**config.mk**
```make
export PLATFORM = sky130hd
export DESIGN_NAME = memory_arbiter
export DESIGN_NICKNAME = d
export VERILOG_FILES = /design/src/logic/eeprom_pkg.sv /design/src/logic/memory_arbiter.sv
export SDC_FILE = /design/constraint.sdc
export NUM_CORES = 1
export LEC_CHECK = 0
export BUFFER_PORTS_ARGS = -buffer_cell sky130_fd_sc_hd__buf_2
export CAP_MARGIN = 20
export CORE_AREA = 2 2 39 41
export DETAILED_ROUTE_END_ITERATION = 6
export DIE_AREA = 0 0 41 43
export GPL_ROUTABILITY_DRIVEN = 0
export PLACE_DENSITY_LB_ADDON = 0.15
export SYNTH_ARGS = -nofsm -noshare
export SYNTH_HDL_FRONTEND = slang
export SYNTH_SLANG_ARGS = --single-unit
```
**constraint.sdc**
```tcl
create_clock -name vclk -period 0.9
set_clock_uncertainty 0.2 [all_clocks]
set_input_delay 0.135 -clock vclk [all_inputs]
set_output_delay 0.135 -clock vclk [all_outputs]
set_load 0.005 [all_outputs]
```
**src/logic/eeprom_pkg.sv**
```systemverilog
`default_nettype none

package eeprom_pkg;

    localparam int mem_depth = 2048;
    localparam int addr_width = 11;

    // upper nibble of every control byte.
    localparam logic [3:0] device_code = 4'b1010;

    typedef logic [addr_width-1:0] mem_addr_t;
    typedef logic [7:0] byte_t;
    typedef logic [2:0] block_t;

    // one access to the shared byte memory.
    typedef struct packed {
        logic      valid;
        logic      we;
        mem_addr_t addr;
        byte_t     wdata;
    } mem_req_t;

    typedef struct packed {
        logic scl;      // synchronized levels.
        logic sdat;
        logic scl_rise;
        logic scl_fall;
        logic start;
        logic stop;
    } line_events_t;

    typedef enum logic [3:0] {
        idle,
        control,
        control_ack,
        address,
        address_ack,
        write_data,
        write_ack,
        read_data,
        read_ack
    } slave_state_t;

endpackage

`default_nettype wire

```
**src/logic/memory_arbiter.sv**
```systemverilog
`timescale 1ns/1ns
`default_nettype none

module memory_arbiter (
    input  wire                       sda,
    input  wire                       arst_n,
    input  wire eeprom_pkg::mem_req_t slave_req,
    input  wire eeprom_pkg::mem_req_t host_req,
    output logic                      slave_grant,
    output logic                      host_grant,
    output eeprom_pkg::mem_req_t      mem_req
);

    logic slave_owner; // owner of the read data now on the bus.
    logic host_owner;

    // serial side cannot wait, so it always wins.
    assign slave_grant = slave_req.valid;
    assign host_grant = host_req.valid && !slave_req.valid;
    assign mem_req = slave_req.valid ? slave_req : host_req;

    always_ff @(posedge sda or negedge arst_n)
    begin
        if (!arst_n)
        begin
            slave_owner <= 1'b0;
            host_owner <= 1'b0;
        end
        else
        begin
            slave_owner <= slave_grant;
            host_owner <= host_grant;
        end
    end

    a_one_grant: assert property (@(posedge sda) disable iff (!arst_n)
        !(slave_grant && host_grant));

    // peers drop their request once granted.
    a_slave_pulse: assert property (@(posedge sda) disable iff (!arst_n)
        slave_owner |-> !slave_grant);

    a_host_pulse: assert property (@(posedge sda) disable iff (!arst_n)
        host_owner |-> !host_grant);

endmodule

`default_nettype wire

```
==> metrics.md <==
| Metric | Value |
|---|---|
| Status | `finished, violations left` |
| Failing checks | `negative setup slack` |
| Area of the multi-input gates | `315 um^2` |
| Sw Ratio | `27.3%` |
| Largest net degree at the start of global routing | `7` |
| Area contributors post-synth | `mux2_2, buf_6, buf_4, nor2b_1, or2_2` |
| Initial Util | `between 10% and 20%` |
| CP Launch Point | `slave_req[20]` |
| ANT cells | `0` |
| CP Max Fanout | `6` |
| Metal2 WL | `approximately 830 um` |
| Wire length on met1 | `575 um` |
| Leading cell type in the layout, fill and taps excluded | `buf_2` |
| Via count | `487` |
| Combinational share of power | `100.0%` |
| Die ar. | `1760 um^2` |
| DRC viols | `0` |
| Vias/cell | `4.59` |
| Critical Path Source Type | `primary input` |
| Top sig layer | `met4` |
| Fin crit share | `112%` |
| Core Area | `about 1400 um^2` |
| Leakage power | `0.000520 uW` |
| Vias in the first global route | `470` |
| Chip Width | `roughly 40 um` |
| Syn Area/Cell | `roughly 11 um^2` |
| Number of top-level pins | `67` |
| Synth top area share | `84.1%` |
| Sequential cell area fraction in the yosys report | `0%` |
| Fill cells | `117` |
| First-pass GRT wire length | `approximately 2100 um` |
| Fraction of layout cells with a size suffix above 1 | `between 90 and 100%` |
| Iter 0 DRT Violations | `0` |
| Max cap viols | `0` |
| Slew @ Worst Pin | `97.4 ps` |
| Sequential cell area | `0 um^2` |
| WP data required | `560 ps` |
| Grt total ovfl | `0` |
| Seq_cells | `0` |
| PortBufs | `65` |
| Maximum vdd drop | `approximately 0.29 mV` |
| Antenna Nets Post-Route | `0` |
| Seq pwr share | `0%` |
| Routed wl met3 | `116 um` |
| P_sw | `roughly 130 uW` |
| Setup TNS | `-2110 ps` |
| WP data arrival | `~680 ps` |
| Internal power | `351 uW` |
| DR WL/cell | `14.8 um` |
| Hpwl dp | `933 um` |
| Setup WS post-layout | `-112 ps` |
| Gr usage total | `17.0%` |
| CP Capture Type | `output port` |
| Final Util | `about 65%` |
| Synthesized area | `268 um^2` |
| Clock buffers | `0` |
| RSZ-0062 raised after global routing | `yes` |
| Most frequent cells in the layout | `buf_2, buf_6, mux2_4` |
| Synthesized instance count | `25` |
| Max_slew headroom | `93.5%` |
| Pins Over Slew Limit | `0` |
| Layout Nets | `around 140` |
| Clk pwr share | `0%` |
| Antenna violations before repair | `0` |
| Fmax | `988 MHz` |
| Final Hold Fails | `0` |
| DP Worst Slack | `-476 ps` |
| Final setup viols | `21` |
| Kind of critical path | `primary input to output port` |
| Final WL | `1560 um` |
| Mapped Nets | `69` |
| Cell Pwr Density | `between 500 and 600 nW/um^2` |
| Worst min-delay path class | `primary input to output port` |
| Hold buffers post-CTS | `0` |
| 1st-pass router iterations | `1` |
| Syn-to-layout area delta | `237%` |
| Min-delay src | `slave_req[20]` |
| Row count | `14` |
| Post-route minimum period | `1010 ps` |
| Syn. warnings | `0` |
| Cell taking the most area after synthesis | `mux2_2` |
| Die H | `43 um` |
| Distinct cells, synth | `5` |
per-stage QoR:
step                hold slack, ps  power, uW  instances  cell area, um^2
global placement               333        269        103              587
finish                         265        484        106              903
CTS                            265        476        106              897
detailed placement             337        270        103              587
global route                   278        512        106              903
floorplan                      151        122         25              272
Yosys cell counts (all sizes together):
cell type   n
buf         3
or2         1
nor2b       1
mux2       20
critical path, cell delays in order:
cell and delay, ps:
buf_16 120, mux2_4 300, buf_6 120
what timing repair did:
item                       in CTS  in global routing
setup endpoints to repair      23                 21
gates cloned                    3                  0
pin swaps                       1                  0
buffers inserted                0                  0
resized for setup              49                  1
power groups by stage:
stage	combinational, uW	sequential (uW)	clock [uW]
after global placement	269	0	0
after floorplan	122	0	0
final	484	0	0
after global routing	512	0	0
after CTS	476	0	0
after detailed placement	270	0	0
kinds of logic (layout without fill, tap and decap cells):
logic type             after synthesis  after routing  share of synthesized area, %
muxes                               20             20                          84.1
buffers and inverters                3             68                          11.2
and+or+nand+nor                      2              2                          4.68
layout make-up:
class,count,share of cell area (%)
timing repair buffer,68,62.9
multi-input combinational,22,34.9
tap,16,2.22
worst paths after layout:
path	depth (start not counted)	slack (ps)	to
worst min-delay path	2	270	slave_grant
worst max-delay path	3	-110	mem_req[17]
metal layers:
metal  track usage [%]  up-vias
met5                 0        -
met4              4.00        0
met3              1.05        4
met2              30.6       29
met1              20.3      226
li1                  -      228
No activity file was read; power rests on OpenSTA's default activity.
