## config.mk

```make
export PLATFORM = sky130hd
export DESIGN_NAME = host_port
export DESIGN_NICKNAME = d
export VERILOG_FILES = /design/src/logic/eeprom_pkg.sv /design/src/logic/host_port.sv
export SDC_FILE = /design/constraint.sdc
export NUM_CORES = 1
export LEC_CHECK = 0
export BUFFER_PORTS_ARGS = -buffer_cell sky130_fd_sc_hd__buf_2
export CORE_ASPECT_RATIO = 1.5
export CORE_MARGIN = 4
export CORE_UTILIZATION = 38
export DETAILED_ROUTE_END_ITERATION = 10
export PLACE_DENSITY = 0.74
export SYNTH_ARGS = -nofsm -noshare
export SYNTH_HDL_FRONTEND = slang
export SYNTH_SLANG_ARGS = --single-unit
```

## constraint.sdc

```tcl
create_clock -name sda -period 1.14 [get_ports sda]
set_input_delay 0.114 -clock sda [delete_from_list [all_inputs] [get_ports sda]]
set_output_delay 0.114 -clock sda [all_outputs]
set_load 0.005 [all_outputs]
```

## src/logic/eeprom_pkg.sv

```systemverilog
`default_nettype none

package eeprom_pkg;

    localparam int mem_depth = 2048;
    localparam int addr_width = 11;

    // upper nibble of every control byte.
    localparam logic [3:0] device_code = 4'b1010;

    typedef logic [addr_width-1:0] mem_addr_t;
    typedef logic [7:0] byte_t;
    typedef logic [2:0] block_t;

    // one access to the shared byte memory.
    typedef struct packed {
        logic      valid;
        logic      we;
        mem_addr_t addr;
        byte_t     wdata;
    } mem_req_t;

    typedef struct packed {
        logic scl;      // synchronized levels.
        logic sdat;
        logic scl_rise;
        logic scl_fall;
        logic start;
        logic stop;
    } line_events_t;

    typedef enum logic [3:0] {
        idle,
        control,
        control_ack,
        address,
        address_ack,
        write_data,
        write_ack,
        read_data,
        read_ack
    } slave_state_t;

endpackage

`default_nettype wire

```

## src/logic/host_port.sv

```systemverilog
`timescale 1ns/1ns
`default_nettype none

module host_port (
    input  wire                        sda,
    input  wire                        arst_n,
    input  wire                        host_req,
    input  wire                        host_we,
    input  wire eeprom_pkg::mem_addr_t host_addr,
    input  wire eeprom_pkg::byte_t     host_wdata,
    input  wire                        grant,
    input  wire eeprom_pkg::byte_t     rdata,
    output eeprom_pkg::mem_req_t       req,
    output logic                       host_done,
    output eeprom_pkg::byte_t          host_rdata
);

    logic              grant_q;
    eeprom_pkg::byte_t rdata_q;

    always_ff @(posedge sda or negedge arst_n)
    begin
        if (!arst_n)
        begin
            req <= '0;
            grant_q <= 1'b0;
        end
        else
        begin
            grant_q <= grant;
            if (grant)
                req.valid <= 1'b0;
            else if (host_req && !req.valid)
                req <= '{valid: 1'b1, we: host_we, addr: host_addr, wdata: host_wdata};
        end
    end

    always_ff @(posedge sda)
    begin
        if (grant_q)
            rdata_q <= rdata;
    end

    assign host_done = grant_q;
    // memory data is live in the done cycle, held afterwards.
    assign host_rdata = grant_q ? rdata : rdata_q;

    // the grant retires the pending access before done.
    a_done_after_grant: assert property (@(posedge sda) disable iff (!arst_n)
        host_done |-> $past(grant) && !req.valid);

endmodule

`default_nettype wire

```

==> results.cfg <==
[floorplanning]
num_rows = 23
coreArea_um2 = 2710
die_h_um = 73.3
dieArea_um2 = 3780
ios = 62
initial_core_util = 0.399
die_width_um = 51.5

[global_route]
track_usage = 0.128
grt_pass1_wl_um = 3510
grt_max_degree = 23
grt_pass1_vias = 797
antenna_found_initial = 0
grt_overflow = 0

[setup_path]
reg2reg_from = req[20]
slowest_stage = dfrtp_1
endpoint_kind = primary output
crit_chain = buf_12 > mux2_2 > buf_2
critPathBufInv = 2
cp-start-kind = flop
crit_path_max_fanout = 9
path_delay_family = flip-flops
cpPeakStageDelay_ns = 0.37
required_ns = 1.03
worstSetupPathType = flop to primary output
arrival_ns = 1.23
worstSetupStartpoint = host_done

[timing]
tns_ns = -5.08
hold_viol_final = 0
fin_worst_skew_ns = 0.00505
slew_headroom = 0.683
worst-slew-pin-transition_ns = 0.475
rsz0062_at_grt = true
setup_viol_count_final = 28
layout_setup_ws_ns = -0.207
slew_violations = 0
min_period_ns = 1.35
period_share = 1.18
fmaxAchievable_mhz = 742
whs_ns = 0.0101

[yosys]
ys_ff_latch = 30
synth.cell_area_um2 = 1080
synth_edf_count = 0
ys_seq_area_frac = 0.658
synth_area_leader_cell = dfrtp_1
synth-warning-count = 0
ys_top_cells_by_area = dfrtp_1 (51%), mux2_2 (28%), dfxtp_1 (15%)
syn_avg_cell_area_um2 = 16.9
synth_nets = 96
synth_common_cells = mux2_2 (27), dfrtp_1 (22), dfxtp_1 (8), buf_6 (2), nor2_1 (2)
synth_flop_cell = dfrtp_1
yosysMostFrequentCell = mux2_2
ys_types = 8
netlist.area_leader.share = 0.510
async_reset_ff_frac = 0.733
synth_cells = 64

[pwr]
finalPower_w = 0.00268
vdd_ir_drop_max_uv = 1130
p_leak_nw = 0.856
power_density_nw_per_um2 = 1590

[detailed_routing]
top_layer = met4
wl_um = 2540
route.detailed.drc = 0
met3WireLength_um = 193
drt-met1-wl_um = 887
met2_wirelength_um = 1450
firstDrtPassIters = 3
antenna_left = 0
drt_first_iter_violations = 11
vias_per_cell = 4.43
via_count = 771
wl_per_cell_um = 14.6

[clocking]
clk_latency_ns = 0.27
clkTransAtPathRegs_ns = 0.06
cts_sinks = 30
root_buffer = clkbuf_8
cts_max_level = 2
cts_tree = yes
clockBufferDepth = 2
cts_buffers = 5

[layout]
nets = 169
drive_gt1_frac = 0.745
area_growth_pct = 56.4
diodes = 0

[placed_design]
dp_slack_ns = -0.148
port_buffers = 61
routabilityCongestion = 0.683

[status]
violations = negative setup slack
status = finished, violations left

[run]
drv_cap = 0

[worst_hold_path]
hold_path.class = primary input to flop
hold_start = grant
cell families after synthesis:
kind of cell           synth area share
buffers and inverters            0.0255
DFF                               0.658
muxes                             0.292
and+or+nand+nor                  0.0243
cell type report:
cell class,count,area (um2)
well taps,37,46.3
multi-input cells,31,417
fillers,246,1020
flip-flops and latches,30,711
repair buffers,69,439
clock buffers,7,76.3
metrics by stage:
stage	util	instance area [um2]	std cells
global placement	0.537	1450	162
detailed placement	0.537	1450	162
finish	0.624	1690	174
floorplan	-	1080	64
CTS	0.570	1540	170
global route	0.624	1690	174
cell usage in the layout (no fill, tap or decap), types with 2 or more instances in the layout:
cell type | synthesis | final
buf_12 | 0 | 2
buf_2 | 1 | 61
clkbuf_1 | 0 | 2
clkbuf_16 | 0 | 2
clkbuf_8 | 0 | 5
dfrtp_1 | 22 | 22
dfxtp_1 | 8 | 8
mux2_2 | 27 | 8
mux2_4 | 0 | 20
nor2_1 | 2 | 2
layer usage:
metal	vias up	global-route usage
met4	0	0.0700
met5	-	0
li1	367	-
met3	2	0.0467
met2	35	0.228
met1	367	0.124
path summary, 6_finish.rpt:
path | end | slack (ns) | cells past startpoint
min in group asynchronous | req[7] | 0.33 | 2
max | host_rdata[4] | -0.21 | 3
min | host_done | 0.01 | 1
min reg2reg | rdata_q[5] | 0.47 | 1
max reg2reg | req[3] | -0.19 | 4
max in group asynchronous | req[14] | 0.48 | 2
report_power, final:
group | internal (W) | total, W | switching, W
Sequential | 0.00123 | 0.00132 | 0.0000858
Clock | 0.000418 | 0.000754 | 0.000335
Combinational | 0.000403 | 0.000607 | 0.000204
flip-flops by register name, summed over array words and instances, names as in the netlist:
name and cells:
req 21, host_done 1, rdata_q 8
what timing repair did:
| item | 4_1_cts | 5_1_grt |
|---|---|---|
| pin swaps | 0 | 1 |
| endpoints found under the hold margin | 22 | 0 |
| hold buffers | 1 | 0 |
| gates cloned | 0 | 3 |
| setup buffers | 0 | 1 |
| resized for setup | 1 | 21 |
| endpoints found under the setup margin | 28 | 28 |
Power figures use the tool's default switching activity.
