<file path="config.mk">
export PLATFORM = sky130hd
export DESIGN_NAME = serial_slave
export DESIGN_NICKNAME = d
export VERILOG_FILES = /design/src/logic/eeprom_pkg.sv /design/src/logic/serial_slave.sv
export SDC_FILE = /design/constraint.sdc
export NUM_CORES = 1
export LEC_CHECK = 0
export ABC_AREA = 1
export BUFFER_PORTS_ARGS = -buffer_cell sky130_fd_sc_hd__buf_2
export CAP_MARGIN = 20
export CORE_ASPECT_RATIO = 1.75
export CORE_MARGIN = 2
export CORE_UTILIZATION = 58
export DETAILED_ROUTE_END_ITERATION = 10
export PLACE_DENSITY = 0.79
export SYNTH_ARGS = -nofsm -noshare
export SYNTH_HDL_FRONTEND = slang
export SYNTH_SLANG_ARGS = --single-unit
</file>
<file path="constraint.sdc">
create_clock -name sda -period 2.11 [get_ports sda]
set_input_delay 0.5275 -clock sda [delete_from_list [all_inputs] [get_ports sda]]
set_output_delay 0.5275 -clock sda [all_outputs]
set_load 0.05 [all_outputs]
</file>
<file path="src/logic/eeprom_pkg.sv">
`default_nettype none

package eeprom_pkg;

    localparam int mem_depth = 2048;
    localparam int addr_width = 11;

    // upper nibble of every control byte.
    localparam logic [3:0] device_code = 4'b1010;

    typedef logic [addr_width-1:0] mem_addr_t;
    typedef logic [7:0] byte_t;
    typedef logic [2:0] block_t;

    // one access to the shared byte memory.
    typedef struct packed {
        logic      valid;
        logic      we;
        mem_addr_t addr;
        byte_t     wdata;
    } mem_req_t;

    typedef struct packed {
        logic scl;      // synchronized levels.
        logic sdat;
        logic scl_rise;
        logic scl_fall;
        logic start;
        logic stop;
    } line_events_t;

    typedef enum logic [3:0] {
        idle,
        control,
        control_ack,
        address,
        address_ack,
        write_data,
        write_ack,
        read_data,
        read_ack
    } slave_state_t;

endpackage

`default_nettype wire

</file>
<file path="src/logic/serial_slave.sv">
`timescale 1ns/1ns
`default_nettype none

module serial_slave (
    input  wire                           sda,
    input  wire                           arst_n,
    input  wire eeprom_pkg::line_events_t events,
    input  wire                           grant,
    input  wire eeprom_pkg::byte_t        rdata,
    output eeprom_pkg::mem_req_t          req,
    output logic                          sdat_pull
);

    eeprom_pkg::slave_state_t state;
    eeprom_pkg::byte_t        shift;   // byte coming in.
    eeprom_pkg::byte_t        tx;      // byte going out.
    eeprom_pkg::block_t       block;
    eeprom_pkg::mem_addr_t    pointer;
    logic [3:0]               bit_cnt;
    logic                     rw;
    logic                     master_ack;
    logic                     load_q;
    logic                     byte_full;
    logic                     take_bit;
    logic                     fetch;

    assign byte_full = bit_cnt == 4'd8;

    assign take_bit = events.scl_rise && !byte_full &&
                      (state == eeprom_pkg::control || state == eeprom_pkg::address ||
                       state == eeprom_pkg::write_data);

    // next read byte, requested on the ack clock so it is loaded before bit 7.
    assign fetch = events.scl_rise &&
                   ((state == eeprom_pkg::control_ack && rw) ||
                    (state == eeprom_pkg::read_ack && !events.sdat));

    always_ff @(posedge sda or negedge arst_n)
    begin
        if (!arst_n)
        begin
            state <= eeprom_pkg::idle;
            req <= '0;
            sdat_pull <= 1'b0;
            shift <= '0;
            tx <= '0;
            block <= '0;
            pointer <= '0;
            bit_cnt <= '0;
            rw <= 1'b0;
            master_ack <= 1'b0;
            load_q <= 1'b0;
        end
        else
        begin
            load_q <= grant && !req.we;
            if (grant)
                req.valid <= 1'b0;
            if (load_q)
                tx <= rdata;
            if (take_bit)
            begin
                shift <= {shift[6:0], events.sdat};
                bit_cnt <= bit_cnt + 4'd1;
            end
            if (fetch)
            begin
                req <= '{valid: 1'b1, we: 1'b0, addr: pointer, wdata: '0};
                pointer <= pointer + 1'b1;
            end

            if (events.stop)
            begin
                state <= eeprom_pkg::idle;
                sdat_pull <= 1'b0;
            end
            else if (events.start)
            begin
                state <= eeprom_pkg::control; // repeated start too.
                bit_cnt <= '0;
                sdat_pull <= 1'b0;
            end
            else if (events.scl_fall)
            begin
                case (state)
                    eeprom_pkg::control:
                    begin
                        if (byte_full)
                        begin
                            bit_cnt <= '0;
                            if (shift[7:4] == eeprom_pkg::device_code)
                            begin
                                block <= shift[3:1];
                                rw <= shift[0];
                                sdat_pull <= 1'b1;
                                state <= eeprom_pkg::control_ack;
                            end
                            else
                                state <= eeprom_pkg::idle; // not ours.
                        end
                    end
                    eeprom_pkg::control_ack:
                    begin
                        if (rw)
                        begin
                            sdat_pull <= !tx[7];
                            tx <= {tx[6:0], 1'b0};
                            bit_cnt <= 4'd1;
                            state <= eeprom_pkg::read_data;
                        end
                        else
                        begin
                            sdat_pull <= 1'b0;
                            state <= eeprom_pkg::address;
                        end
                    end
                    eeprom_pkg::address:
                    begin
                        if (byte_full)
                        begin
                            pointer <= {block, shift};
                            bit_cnt <= '0;
                            sdat_pull <= 1'b1;
                            state <= eeprom_pkg::address_ack;
                        end
                    end
                    eeprom_pkg::write_data:
                    begin
                        if (byte_full)
                        begin
                            req <= '{valid: 1'b1, we: 1'b1, addr: pointer, wdata: shift};
                            pointer <= pointer + 1'b1; // wraps at the top.
                            bit_cnt <= '0;
                            sdat_pull <= 1'b1;
                            state <= eeprom_pkg::write_ack;
                        end
                    end
                    eeprom_pkg::address_ack, eeprom_pkg::write_ack:
                    begin
                        sdat_pull <= 1'b0;
                        state <= eeprom_pkg::write_data;
                    end
                    eeprom_pkg::read_data:
                    begin
                        if (byte_full)
                        begin
                            sdat_pull <= 1'b0; // master owns the ack bit.
                            state <= eeprom_pkg::read_ack;
                        end
                        else
                        begin
                            sdat_pull <= !tx[7];
                            tx <= {tx[6:0], 1'b0};
                            bit_cnt <= bit_cnt + 4'd1;
                        end
                    end
                    eeprom_pkg::read_ack:
                    begin
                        if (master_ack)
                        begin
                            sdat_pull <= !tx[7];
                            tx <= {tx[6:0], 1'b0};
                            bit_cnt <= 4'd1;
                            state <= eeprom_pkg::read_data;
                        end
                        else
                            state <= eeprom_pkg::idle;
                    end
                    default:
                        state <= eeprom_pkg::idle;
                endcase
            end
            else if (events.scl_rise && state == eeprom_pkg::read_ack)
                master_ack <= !events.sdat;
        end
    end

    // the arbiter must answer before the request moves.
    a_req_held: assert property (@(posedge sda) disable iff (!arst_n)
        req.valid && !grant |=> req.valid && $stable(req.addr));

    a_idle_quiet: assert property (@(posedge sda) disable iff (!arst_n)
        state == eeprom_pkg::idle |-> !sdat_pull);

endmodule

`default_nettype wire

</file>
==> out/qor.csv <==
stage,metric,value,unit
status,status,completed,
clocking,cts_buffers,9,
critical_path,end_kind,flop,
route,viasPerCell,5.31,
route,drc,0,
logic_synthesis,synth_cells,517,
logic_synthesis,synth_cell_type_count,36,
logic_synthesis,ys_async_sr_fraction,100,%
layout,fin_nets,581,
floorplan,die_height,110,um
layout,synthToLayoutAreaGrowth,13.7,%
clocking,max-clock-path-buffers,2,
critical_path,crit_path_start_kind,flop,
sta,fin_worst_skew,0.00901,ns
route,first_pass_iters,5,
critical_path,crit_fanout,4,
sta,rsz0062_at_grt,yes,
grt,grt.overflow.total,0,
route,vias,3426,
pwr,p_int,2130,uW
critical_path,cp.arrival,2.19,ns
logic_synthesis,synth_top_area_cell,dfrtp_1,
clocking,htreeDepth,3,
sta,hold_viol,0,
logic_synthesis,synth_edf_count,0,
grt,grt_pass1_wl,14800,um
pwr,p_sw_share,30.1,%
sta,setup_viol,0,
pwr,pwr-share-seq,46.1,%
logic_synthesis,yosys.area.top_type_share,42.4,%
clocking,cts_tree,built,
placed_design,gp_congestion,0.926,
layout,layout-drive-gt1-share,17.7,%
layout,final_core_util,68.4,%
placed_design,dp_hpwl,6710,um
clocking,clk_latency,0.35,ns
route,routed_wl,8960,um
critical_path,worstSetupPathType,reg2reg,
logic_synthesis,yosys_warnings,0,
floorplan,initial_utilization,60.1,%
floorplan,core,0.00618,mm^2
floorplan,fp-row-count,38,
pwr,ir_drop,0.542,mV
pwr,powerDensity,720,mW/mm^2
clocking,ctsHoldBuffers,0,
logic_synthesis,synth_nets,537,
sta,max_freq,514,MHz
sta,finalCritPeriodShare,92.2,%
logic_synthesis,yosysSeqAreaShare,42.4,%
sta,tns,0,ns
pwr,pwr-share-comb,16.6,%
grt,antenna_found_initial,0,
grt,grt_usage,27.6,%
floorplan,die-area,0.00709,mm^2
sta,maxSlewHeadroom,69.1,%
sta,slew_viol_final,0,
pwr,power,3040,uW
pwr,power.leakage,0.00225,uW
floorplan,pin_count,39,
flow_run,maxCapViolCount,0,
placed_design,io_buffers,37,
layout,nFillCells,549,
layout,diodes,0,
route,drtIter0Drc,271,
logic_synthesis,syn_area,0.00372,mm^2
critical_path,worstPathRequired,2.36,ns
pwr,pwr-share-clk,37.3,%
pwr,switchingPower,917,uW
hold_path,timing.hold.worst.class,in2async,
route,drtAntennaViolNets,0,
logic_synthesis,ys_ff_latch,63,
logic_synthesis,syn_area_per_cell,7.19,um^2
clocking,cts_root_buffer,clkbuf_8,
route,wl_per_cell,13.9,um
logic_synthesis,synthTopCellsByArea,"dfrtp_1, nand2_1, o21ai_0",
sta,finalCriticalPeriod,1.95,ns
logic_synthesis,ys.flop_type,dfrtp_1,
grt,first_global_vias,3252,
clocking,clk_pin_slew,0.07,ns
clocking,cts.sinks,63,
sta,worstMarginPinSlew,0.463,ns
grt,grt_max_degree,64,
floorplan,die_x,64.5,um
==> worst max-delay path, stage by stage (launching register included) <==
cell and delay [ns]:
dfrtp_1 0.41, nor2_1 0.21, nand2_1 0.14, nor2_1 0.22
nor2_1 0.11, nand2_1 0.17, nor2_1 0.08, nor2_2 0.12
nand3_1 0.11, nand2_1 0.08, nand2_1 0.07, nand2_1 0.07
nand2_1 0.05
==> sequential cells by signal (all words and copies together), names as in the netlist, 3 cells and up <==
| name | count |
|---|---|
| shift | 8 |
| state | 4 |
| bit_cnt | 4 |
| block | 3 |
| pointer | 11 |
| tx | 8 |
| req | 21 |
==> cell families after synthesis <==
kind of cell,share of synthesized area (%)
DFF,42.4
adders and majority gates,1.01
xor gates and xnor gates,1.88
and+or+nand+nor,34.1
buffers and inverters,8.04
AOI/OAI and AO/OA,12.6
==> area by class of cell <==
cell class	instances	area, um^2	area share [%]
Sequential cell	63	1580	37.3
Clock buffer	9	124	2.93
Clock inverter	6	86.3	2.04
Multi-Input combinational cell	387	1860	43.9
Inverter	53	199	4.71
Timing Repair Buffer	47	285	6.75
Tap cell	80	100	2.37
==> timing repair <==
action | CTS | global route
setup buffers | 0 | 0
setup endpoints to repair | 0 | 3
gates resized for setup | 0 | 3
==> stage by stage <==
step                instances  area (um^2)  setup slack, ns  hold WS, ns
global placement          630         4000            0.159        0.441
floorplan                 517         3720            0.399        0.232
detailed placement        630         4000            0.128        0.443
finish                    645         4230            0.165        0.182
CTS                       645         4210            0.141        0.183
global route              645         4230          -0.0124        0.203
==> layer usage <==
metal,track usage (%),wire (um),share of wire [%]
met5,0,0,0
met4,16.0,409,4.6
met3,6.04,307,3.4
met2,49.0,4770,53
met1,29.9,3470,39
==> synth_stat cells, types with 3 or more instances <==
master and number:
nand2_1 199, dfrtp_1 63, inv_1 45, nor2_1 42
o21ai_0 35, nand3_1 25, o21ai_1 17, a21oi_1 9
o31ai_1 8, inv_2 7, o21ai_2 7, xor2_1 7
nand4_1 6, buf_6 5, nand2_2 4, nor2_2 4
or2_2 4, clkbuf_1 3, ha_1 3, nand2_4 3
==> placed cells by master, fill, tap and decap left out, types with 9 or more instances in the layout <==
cell type and instances:
o21ai_0 35, o21ai_1 17, clkbuf_8 9, dfrtp_1 63, nor2_1 41, nand2_1 199
buf_2 37, inv_1 45, nand3_1 25
==> power by group through the flow <==
| stage | registers [uW] | logic (uW) | clock network (uW) |
|---|---|---|---|
| 2_1_floorplan | 1450 | 299 | 0 |
| 3_3_place_gp | 1420 | 488 | 0 |
| 3_5_place_dp | 1420 | 498 | 0 |
| 4_1_cts | 1400 | 502 | 1160 |
| 5_1_grt | 1410 | 571 | 1200 |
| 6_report | 1400 | 507 | 1140 |
==> final timing paths <==
| path | start | endpoint | slack (ns) | cells past startpoint |
|---|---|---|---|---|
| max in group asynchronous | arst_n | state[1]$_DFFE_PN0P_ | 1.66 | 2 |
| min in group sda | grant | load_q$_DFF_PN0_ | 0.41 | 3 |
| setup / recovery | state[2]$_DFFE_PN0P_ | bit_cnt[1]$_DFF_PN0_ | 0.16 | 12 |
| hold reg to reg | req[19]$_DFF_PN0_ | load_q$_DFF_PN0_ | 0.45 | 1 |
| setup reg to reg | state[2]$_DFFE_PN0P_ | bit_cnt[1]$_DFF_PN0_ | 0.16 | 12 |
| hold / removal | arst_n | pointer[6]$_DFF_PN0_ | 0.18 | 2 |
(Power assumes the default switching activity.)
