### src/logic/eeprom_pkg.sv
`default_nettype none

package eeprom_pkg;

    localparam int mem_depth = 2048;
    localparam int addr_width = 11;

    // upper nibble of every control byte.
    localparam logic [3:0] device_code = 4'b1010;

    typedef logic [addr_width-1:0] mem_addr_t;
    typedef logic [7:0] byte_t;
    typedef logic [2:0] block_t;

    // one access to the shared byte memory.
    typedef struct packed {
        logic      valid;
        logic      we;
        mem_addr_t addr;
        byte_t     wdata;
    } mem_req_t;

    typedef struct packed {
        logic scl;      // synchronized levels.
        logic sdat;
        logic scl_rise;
        logic scl_fall;
        logic start;
        logic stop;
    } line_events_t;

    typedef enum logic [3:0] {
        idle,
        control,
        control_ack,
        address,
        address_ack,
        write_data,
        write_ack,
        read_data,
        read_ack
    } slave_state_t;

endpackage

`default_nettype wire

### src/logic/bus_line_sync.sv
`timescale 1ns/1ns
`default_nettype none

module bus_line_sync (
    input  wire                      sda,
    input  wire                      arst_n,
    input  wire                      scl,
    input  wire                      sdat_in,
    output eeprom_pkg::line_events_t events
);

    logic [1:0] scl_sync;
    logic [1:0] sdat_sync;
    logic       scl_now;
    logic       sdat_now;

    assign scl_now = scl_sync[1];
    assign sdat_now = sdat_sync[1];

    // events.scl and events.sdat double as the previous sample.
    always_ff @(posedge sda or negedge arst_n)
    begin
        if (!arst_n)
        begin
            scl_sync <= 2'b11; // bus idles high.
            sdat_sync <= 2'b11;
            events <= '{scl: 1'b1, sdat: 1'b1, default: 1'b0};
        end
        else
        begin
            scl_sync <= {scl_sync[0], scl};
            sdat_sync <= {sdat_sync[0], sdat_in};
            events.scl <= scl_now;
            events.sdat <= sdat_now;
            events.scl_rise <= scl_now && !events.scl;
            events.scl_fall <= !scl_now && events.scl;
            // data moves while the clock stays high.
            events.start <= scl_now && events.scl && events.sdat && !sdat_now;
            events.stop <= scl_now && events.scl && !events.sdat && sdat_now;
        end
    end

endmodule

`default_nettype wire

### config.mk
export PLATFORM = sky130hd
export DESIGN_NAME = bus_line_sync
export DESIGN_NICKNAME = d
export VERILOG_FILES = /design/src/logic/eeprom_pkg.sv /design/src/logic/bus_line_sync.sv
export SDC_FILE = /design/constraint.sdc
export NUM_CORES = 1
export LEC_CHECK = 0
export BUFFER_PORTS_ARGS = -buffer_cell sky130_fd_sc_hd__buf_2
export CORE_AREA = 2 2 39 41
export CTS_BUF_LIST = sky130_fd_sc_hd__clkbuf_16
export DETAILED_ROUTE_END_ITERATION = 12
export DIE_AREA = 0 0 41 43
export PLACE_DENSITY = 0.41
export SYNTH_ARGS = -nofsm -noshare
export SYNTH_HDL_FRONTEND = slang
export SYNTH_SLANG_ARGS = --single-unit
### constraint.sdc
create_clock -name sda -period 1.3 [get_ports sda]
set_input_delay 0.065 -clock sda [delete_from_list [all_inputs] [get_ports sda]]
set_output_delay 0.065 -clock sda [all_outputs]
set_load 0.01 [all_outputs]
==> out/qor.txt, run 1 <==
Clk Latency, worst-skew pair -> 0.23 ns
setup bufs post-CTS -> 0
CTS tree -> done
syn nets -> 18
ANT cells -> 0
Synth Register Bits -> 10
layout cells sized above 1 -> 62.1%
CP Cell Sequence -> buf_2
synth warn -> 0
Hold Path Class -> primary input to asynchronous set/reset pin
Synth Area in XOR/XNOR -> 0%
gate family responsible for the most delay along the worst path -> flip-flops
crit path kind -> flop to output pin
R2R Path End -> events[1]
run status -> complete, no violations
Setup crit start kind -> flop
Setup TNS -> 0 ns
area delta synth->final -> 58.6%
Comb power frac -> 3.6%
FF-to-FF Start -> sdat_sync[1]
largest net degree at the start of global routing -> 11
fin. max-slew vios -> 0
Placed Instances -> 39
Max transition margin -> 85.3%
simple-gate share of the synthesized area -> 11.2%
# setup viols final -> 0
minimum clock period -> 0.973 ns
Yosys cell types -> 4
Sw Pwr -> 0.146 mW
combinational family with the most area after synthesis -> simple AND/OR/NAND/NOR gates
Die X -> 41 µm
vias per inst -> 3.60
Critical Path Start -> events[5]
via count -> 162
CP Max Fanout -> 5
synthesized instance count -> 14
Longest Clk Path Bufs -> 2
Worst EP required -> 1.24 ns
Clk pwr share -> 58.2%
Worst setup endpoint -> events[5]
Peak Freq -> 1030 MHz
Placer Congestion -> 0.584
leakage -> 0.222 nW
critical path depth in cells -> 1
DR DRC count -> 0
switch share -> 16.3%
sequential area share after synthesis -> 88.8%
drt wl/cell -> 9.71 µm
die area -> 0.00176 mm²
slowest stage delay, CP -> 0.54 ns
global-route wire length before repair -> 696 µm
RSZ-0062 raised after global routing -> no
maxcap violations -> 0
CP max-delay cell -> dfstp_2
Final Power -> 0.895 mW
post-synthesis mux area share -> 0%
Final #Nets -> 35
Int Power -> 0.749 mW
H-Tree Depth -> 1
adder-cell share of the synthesized area -> 0%
syn avg cell area -> 20.7 µm²
Port-buffer cells -> 9
Die H -> 43 µm
number of global-route vias before repair -> 178
reg2reg setup slack -> 0.47 ns
buffers plus inverters on the worst setup path -> 1
Power Dens Cells -> 1940 mW/mm²
Flop pwr share -> 38.2%
largest cells by area after synthesis -> dfstp_2 (54%), dfrtp_1 (34%), and4b_1 (6.9%)
VDD IR max -> 0.730 mV
initial antenna violation count -> 0
Worst EP arrival -> 0.91 ns
post-synth top area cell -> dfstp_2
most common cell after layout, fill and taps aside -> buf_2
Antenna Nets Post-Route -> 0
Clock Skew -> 0.000499 ns
Core ar. -> 0.00138 mm²
number of buffers created by CTS -> 3
worst reg2reg path depth -> 1
Synth Area in Compound Gates -> 0%
GR Overflow Total -> 0
synthesized area -> 290 µm²
Crit. End Element -> output pin
Pre-antenna DRT Iters -> 4
final WL -> 437 µm
GRT Util Overall -> 6.82%
Top Ports -> 10
CTS Sinks -> 10
most frequent cells in the layout -> buf_2 (9), dfstp_2 (6), dfrtp_1 (4)
fin crit share -> 74.8%
Hold Violations, Final -> 0
site row count -> 14
Worst-path clk slew -> 0.04 ns
Initial Utilization -> 21.0%
initial drt markers -> 4
clock root buffer -> clkbuf_16
worst-margin pin slew -> 0.220 ns
Non-Filler Instances -> 45
top cell type's share of synthesized area -> 54.3%
[repair_timing]
action,in CTS,in global routing
hold buffers,3,0
gates resized for setup,0,0
hold endpoints to repair,12,0
[power by group through the flow]
stage          clock [mW]  sequential, mW  combinational, mW
2_1_floorplan           0           0.349            0.00377
3_3_place_gp            0           0.345             0.0258
3_5_place_dp            0           0.346             0.0265
4_1_cts             0.534           0.342             0.0332
5_1_grt             0.548           0.344             0.0361
6_report            0.520           0.342             0.0326
[sequential cells by signal, summed over array words and instances, names as in the netlist]
register   flops
events         6
scl_sync       2
sdat_sync      2
[layer usage]
layer	vias up	global-route usage, %	wire length [µm]
met2	12	7.50	191
met1	73	7.38	178
met3	0	4.71	68
met4	0	8.00	0
li1	77	-	-
met5	-	0	0
[cells in the mapped netlist]
cell type  n
dfstp_2    6
and4b_1    2
nor2b_1    2
dfrtp_1    4
[how the worst min path moves through the flow]
| stage | endpoint | slack, ns | depth (start not counted) |
|---|---|---|---|
| 2_1_floorplan | events[0] | -0.23 | 0 |
| 3_3_place_gp | events[2] | -0.07 | 1 |
| 3_5_place_dp | events[3] | -0.07 | 1 |
| 4_1_cts | events[2] | 0.23 | 2 |
| 5_1_grt | events[2] | 0.24 | 2 |
| 6_report | events[2] | 0.22 | 2 |
[area by class of cell]
type	instances	area, µm²
fillers	147	923
flip-flops and latches	10	258
clock buffers	3	75.1
repair buffers	12	75.1
multi-input cells	4	32.5
well taps	16	20.0
[metrics by stage]
step                worst slack [ns]  util (%)  instance area, µm²  hold WS, ns
finish                         0.327      33.3                 460        0.224
global route                   0.297      33.3                 460        0.239
CTS                            0.314      33.3                 460        0.229
detailed placement             0.474      25.7                 355      -0.0673
global placement               0.488      25.7                 355      -0.0748
floorplan                      0.462         -                 290       -0.231
[kinds of logic (layout without fill, tap and decap cells)]
logic type	after synthesis	in the layout
flops	10	10
simple gates	4	4
buf+inv	0	15
Power figures use the tool's default switching activity.
==> inputs of run 2 (changes only) <==
--- a/config.mk
+++ b/config.mk
@@ -10,7 +10,7 @@
 export CTS_BUF_LIST = sky130_fd_sc_hd__clkbuf_16
 export DETAILED_ROUTE_END_ITERATION = 12
 export DIE_AREA = 0 0 41 43
-export PLACE_DENSITY = 0.41
+export PLACE_DENSITY = 0.43
 export SYNTH_ARGS = -nofsm -noshare
 export SYNTH_HDL_FRONTEND = slang
 export SYNTH_SLANG_ARGS = --single-unit
==> constraint.sdc (replaced) <==
create_clock -name sda -period 0.8 [get_ports sda]
set_input_delay 0.04 -clock sda [delete_from_list [all_inputs] [get_ports sda]]
set_output_delay 0.04 -clock sda [all_outputs]
set_load 0.01 [all_outputs]
==> run 2 against run 1 <==
Net effect:
- the flow now finishes with violations (negative setup slack)
- wire length grew 7.3%
- utilization increased by 1.4 points
- total power is 64% higher
- register-to-register slack worse by 0.56 ns
- combinational power grew 96%
- first-iteration DRC count decreased by 100%
==> out/qor.txt, run 2 (same netlist as run 1, synthesis figures left out) <==
run status -> finished, violations left
failing checks -> negative setup slack
Hold Violations, Final -> 0
# setup viols final -> 5
Comb power frac -> 4.4%
maxcap violations -> 0
Worst-path clk slew -> 0.04 ns
Final #Nets -> 36
Largest regs -> events: 6 flops, scl_sync: 2 flops, sdat_sync: 2 flops
Sw Pwr -> 0.240 mW
switch share -> 16.4%
Setup crit start kind -> flop
Longest Clk Path Bufs -> 2
CTS tree -> done
die area -> 0.00176 mm²
CP max-delay cell -> dfstp_2
worst-margin pin slew -> 0.213 ns
VDD IR max -> 1.24 mV
Clk Latency, worst-skew pair -> 0.23 ns
Int Power -> 1.23 mW
Power Dens Cells -> 3050 mW/mm²
Core ar. -> 0.00138 mm²
Top Ports -> 10
gate family responsible for the most delay along the worst path -> flip-flops
initial antenna violation count -> 0
critical path depth in cells -> 1
Flop pwr share -> 37.9%
largest net degree at the start of global routing -> 11
Placed Instance Area -> 355 µm²
layout cells sized above 1 -> 63.3%
Clock Skew -> 0.00136 ns
Hold Path Class -> primary input to asynchronous set/reset pin
DR WL met2 -> 230 µm
Biggest register -> events
Port-buffer cells -> 9
slowest stage delay, CP -> 0.54 ns
Peak Freq -> 1100 MHz
Worst EP required -> 0.76 ns
area delta synth->final -> 65.5%
Antenna Nets Post-Route -> 0
CTS Sinks -> 10
Pre-antenna DRT Iters -> 1
crit path kind -> flop to output pin
via count -> 168
Clk pwr share -> 57.8%
DR DRC count -> 0
final WL -> 469 µm
clock root buffer -> clkbuf_16
ANT cells -> 0
number of buffers created by CTS -> 3
fin. max-slew vios -> 0
final core utilization -> 34.7%
minimum clock period -> 0.907 ns
number of global-route vias before repair -> 180
initial drt markers -> 0
worst reg2reg path depth -> 2
RSZ-0062 raised after global routing -> yes
M1 wire length -> 180 µm
Placer Congestion -> 0.490
Worst EP arrival -> 0.87 ns
Initial Utilization -> 21.0%
CP Max Fanout -> 3
Crit. End Element -> output pin
vias per inst -> 3.65
GRT Util Overall -> 7.11%
fin crit share -> 113%
CP Cell Sequence -> buf_6
final setup margin -> -0.107 ns
Final Cell Area -> 480 µm²
site row count -> 14
Die H -> 43 µm
drt wl/cell -> 10.2 µm
H-Tree Depth -> 1
most common cell after layout, fill and taps aside -> buf_2
global-route wire length before repair -> 703 µm
DR top layer -> met3
Die X -> 41 µm
Max transition margin -> 85.8%
met3 WL post-DR -> 58 µm
GR Overflow Total -> 0
most frequent cells in the layout -> buf_2 (7), dfstp_2 (6), dfrtp_1 (4)
buffers plus inverters on the worst setup path -> 1
max reg flops -> 6
leakage -> 0.231 nW
==> run 2: changes by cell type in the layout (fill, tap and decap cells not counted), sizes merged <==
cell / previous run / this run
buf: 9 / 10
==> run 2: cell type report <==
class / count / area [µm²]
Clock buffer: 3 / 75.1
Fill cell: 140 / 903
Multi-Input combinational cell: 4 / 32.5
Sequential cell: 10 / 258
Tap cell: 16 / 20.0
Timing Repair Buffer: 13 / 95.1
==> run 2: worst paths after layout <==
kind	startpoint	to	slack (ns)
worst max-delay path	events[4]	events[4]	-0.11
worst min-delay path	arst_n	events[3]	0.20
worst max register to register	events[5]	events[1]	-0.09
worst min register to register	scl_sync[0]	scl_sync[1]	0.35
max in group asynchronous	arst_n	sdat_sync[1]	0.35
min in group sda	scl_sync[0]	scl_sync[1]	0.35
==> run 2: power groups by stage <==
stage / combinational, mW / sequential [mW] / clock (mW)
floorplan: 0.00613 / 0.566 / 0
global placement: 0.0426 / 0.560 / 0
detailed placement: 0.0433 / 0.562 / 0
CTS: 0.0630 / 0.555 / 0.867
global route: 0.0702 / 0.559 / 0.901
finish: 0.0639 / 0.555 / 0.847
==> run 2: repair_timing <==
item / in CTS / in global routing
endpoints found under the setup margin: 4 / 5
buffers inserted: 1 / 0
gates resized for setup: 1 / 1
hold buffers: 3 / 0
endpoints found under the hold margin: 12 / 0
gates cloned: 0 / 0
pin swaps: 0 / 1
==> run 2: per-stage QoR <==
step / total power [mW] / std cells / worst slack [ns] / hold slack, ns / TNS (ns)
after floorplan: 0.573 / 14 / -0.0380 / -0.256 / -0.0403
after global placement: 0.602 / 39 / -0.0112 / -0.0994 / -0.0132
after detailed placement: 0.605 / 39 / -0.0273 / -0.0924 / -0.0445
after CTS: 1.49 / 46 / -0.117 / 0.208 / -0.422
after global routing: 1.53 / 46 / -0.125 / 0.223 / -0.539
final: 1.47 / 46 / -0.107 / 0.197 / -0.398
==> run 2: per-layer routing <==
layer	global-route usage (%)	vias to the layer above
met1	6.02	79
met4	10.0	0
li1	-	79
met5	0	-
met3	4.71	0
met2	8.75	10
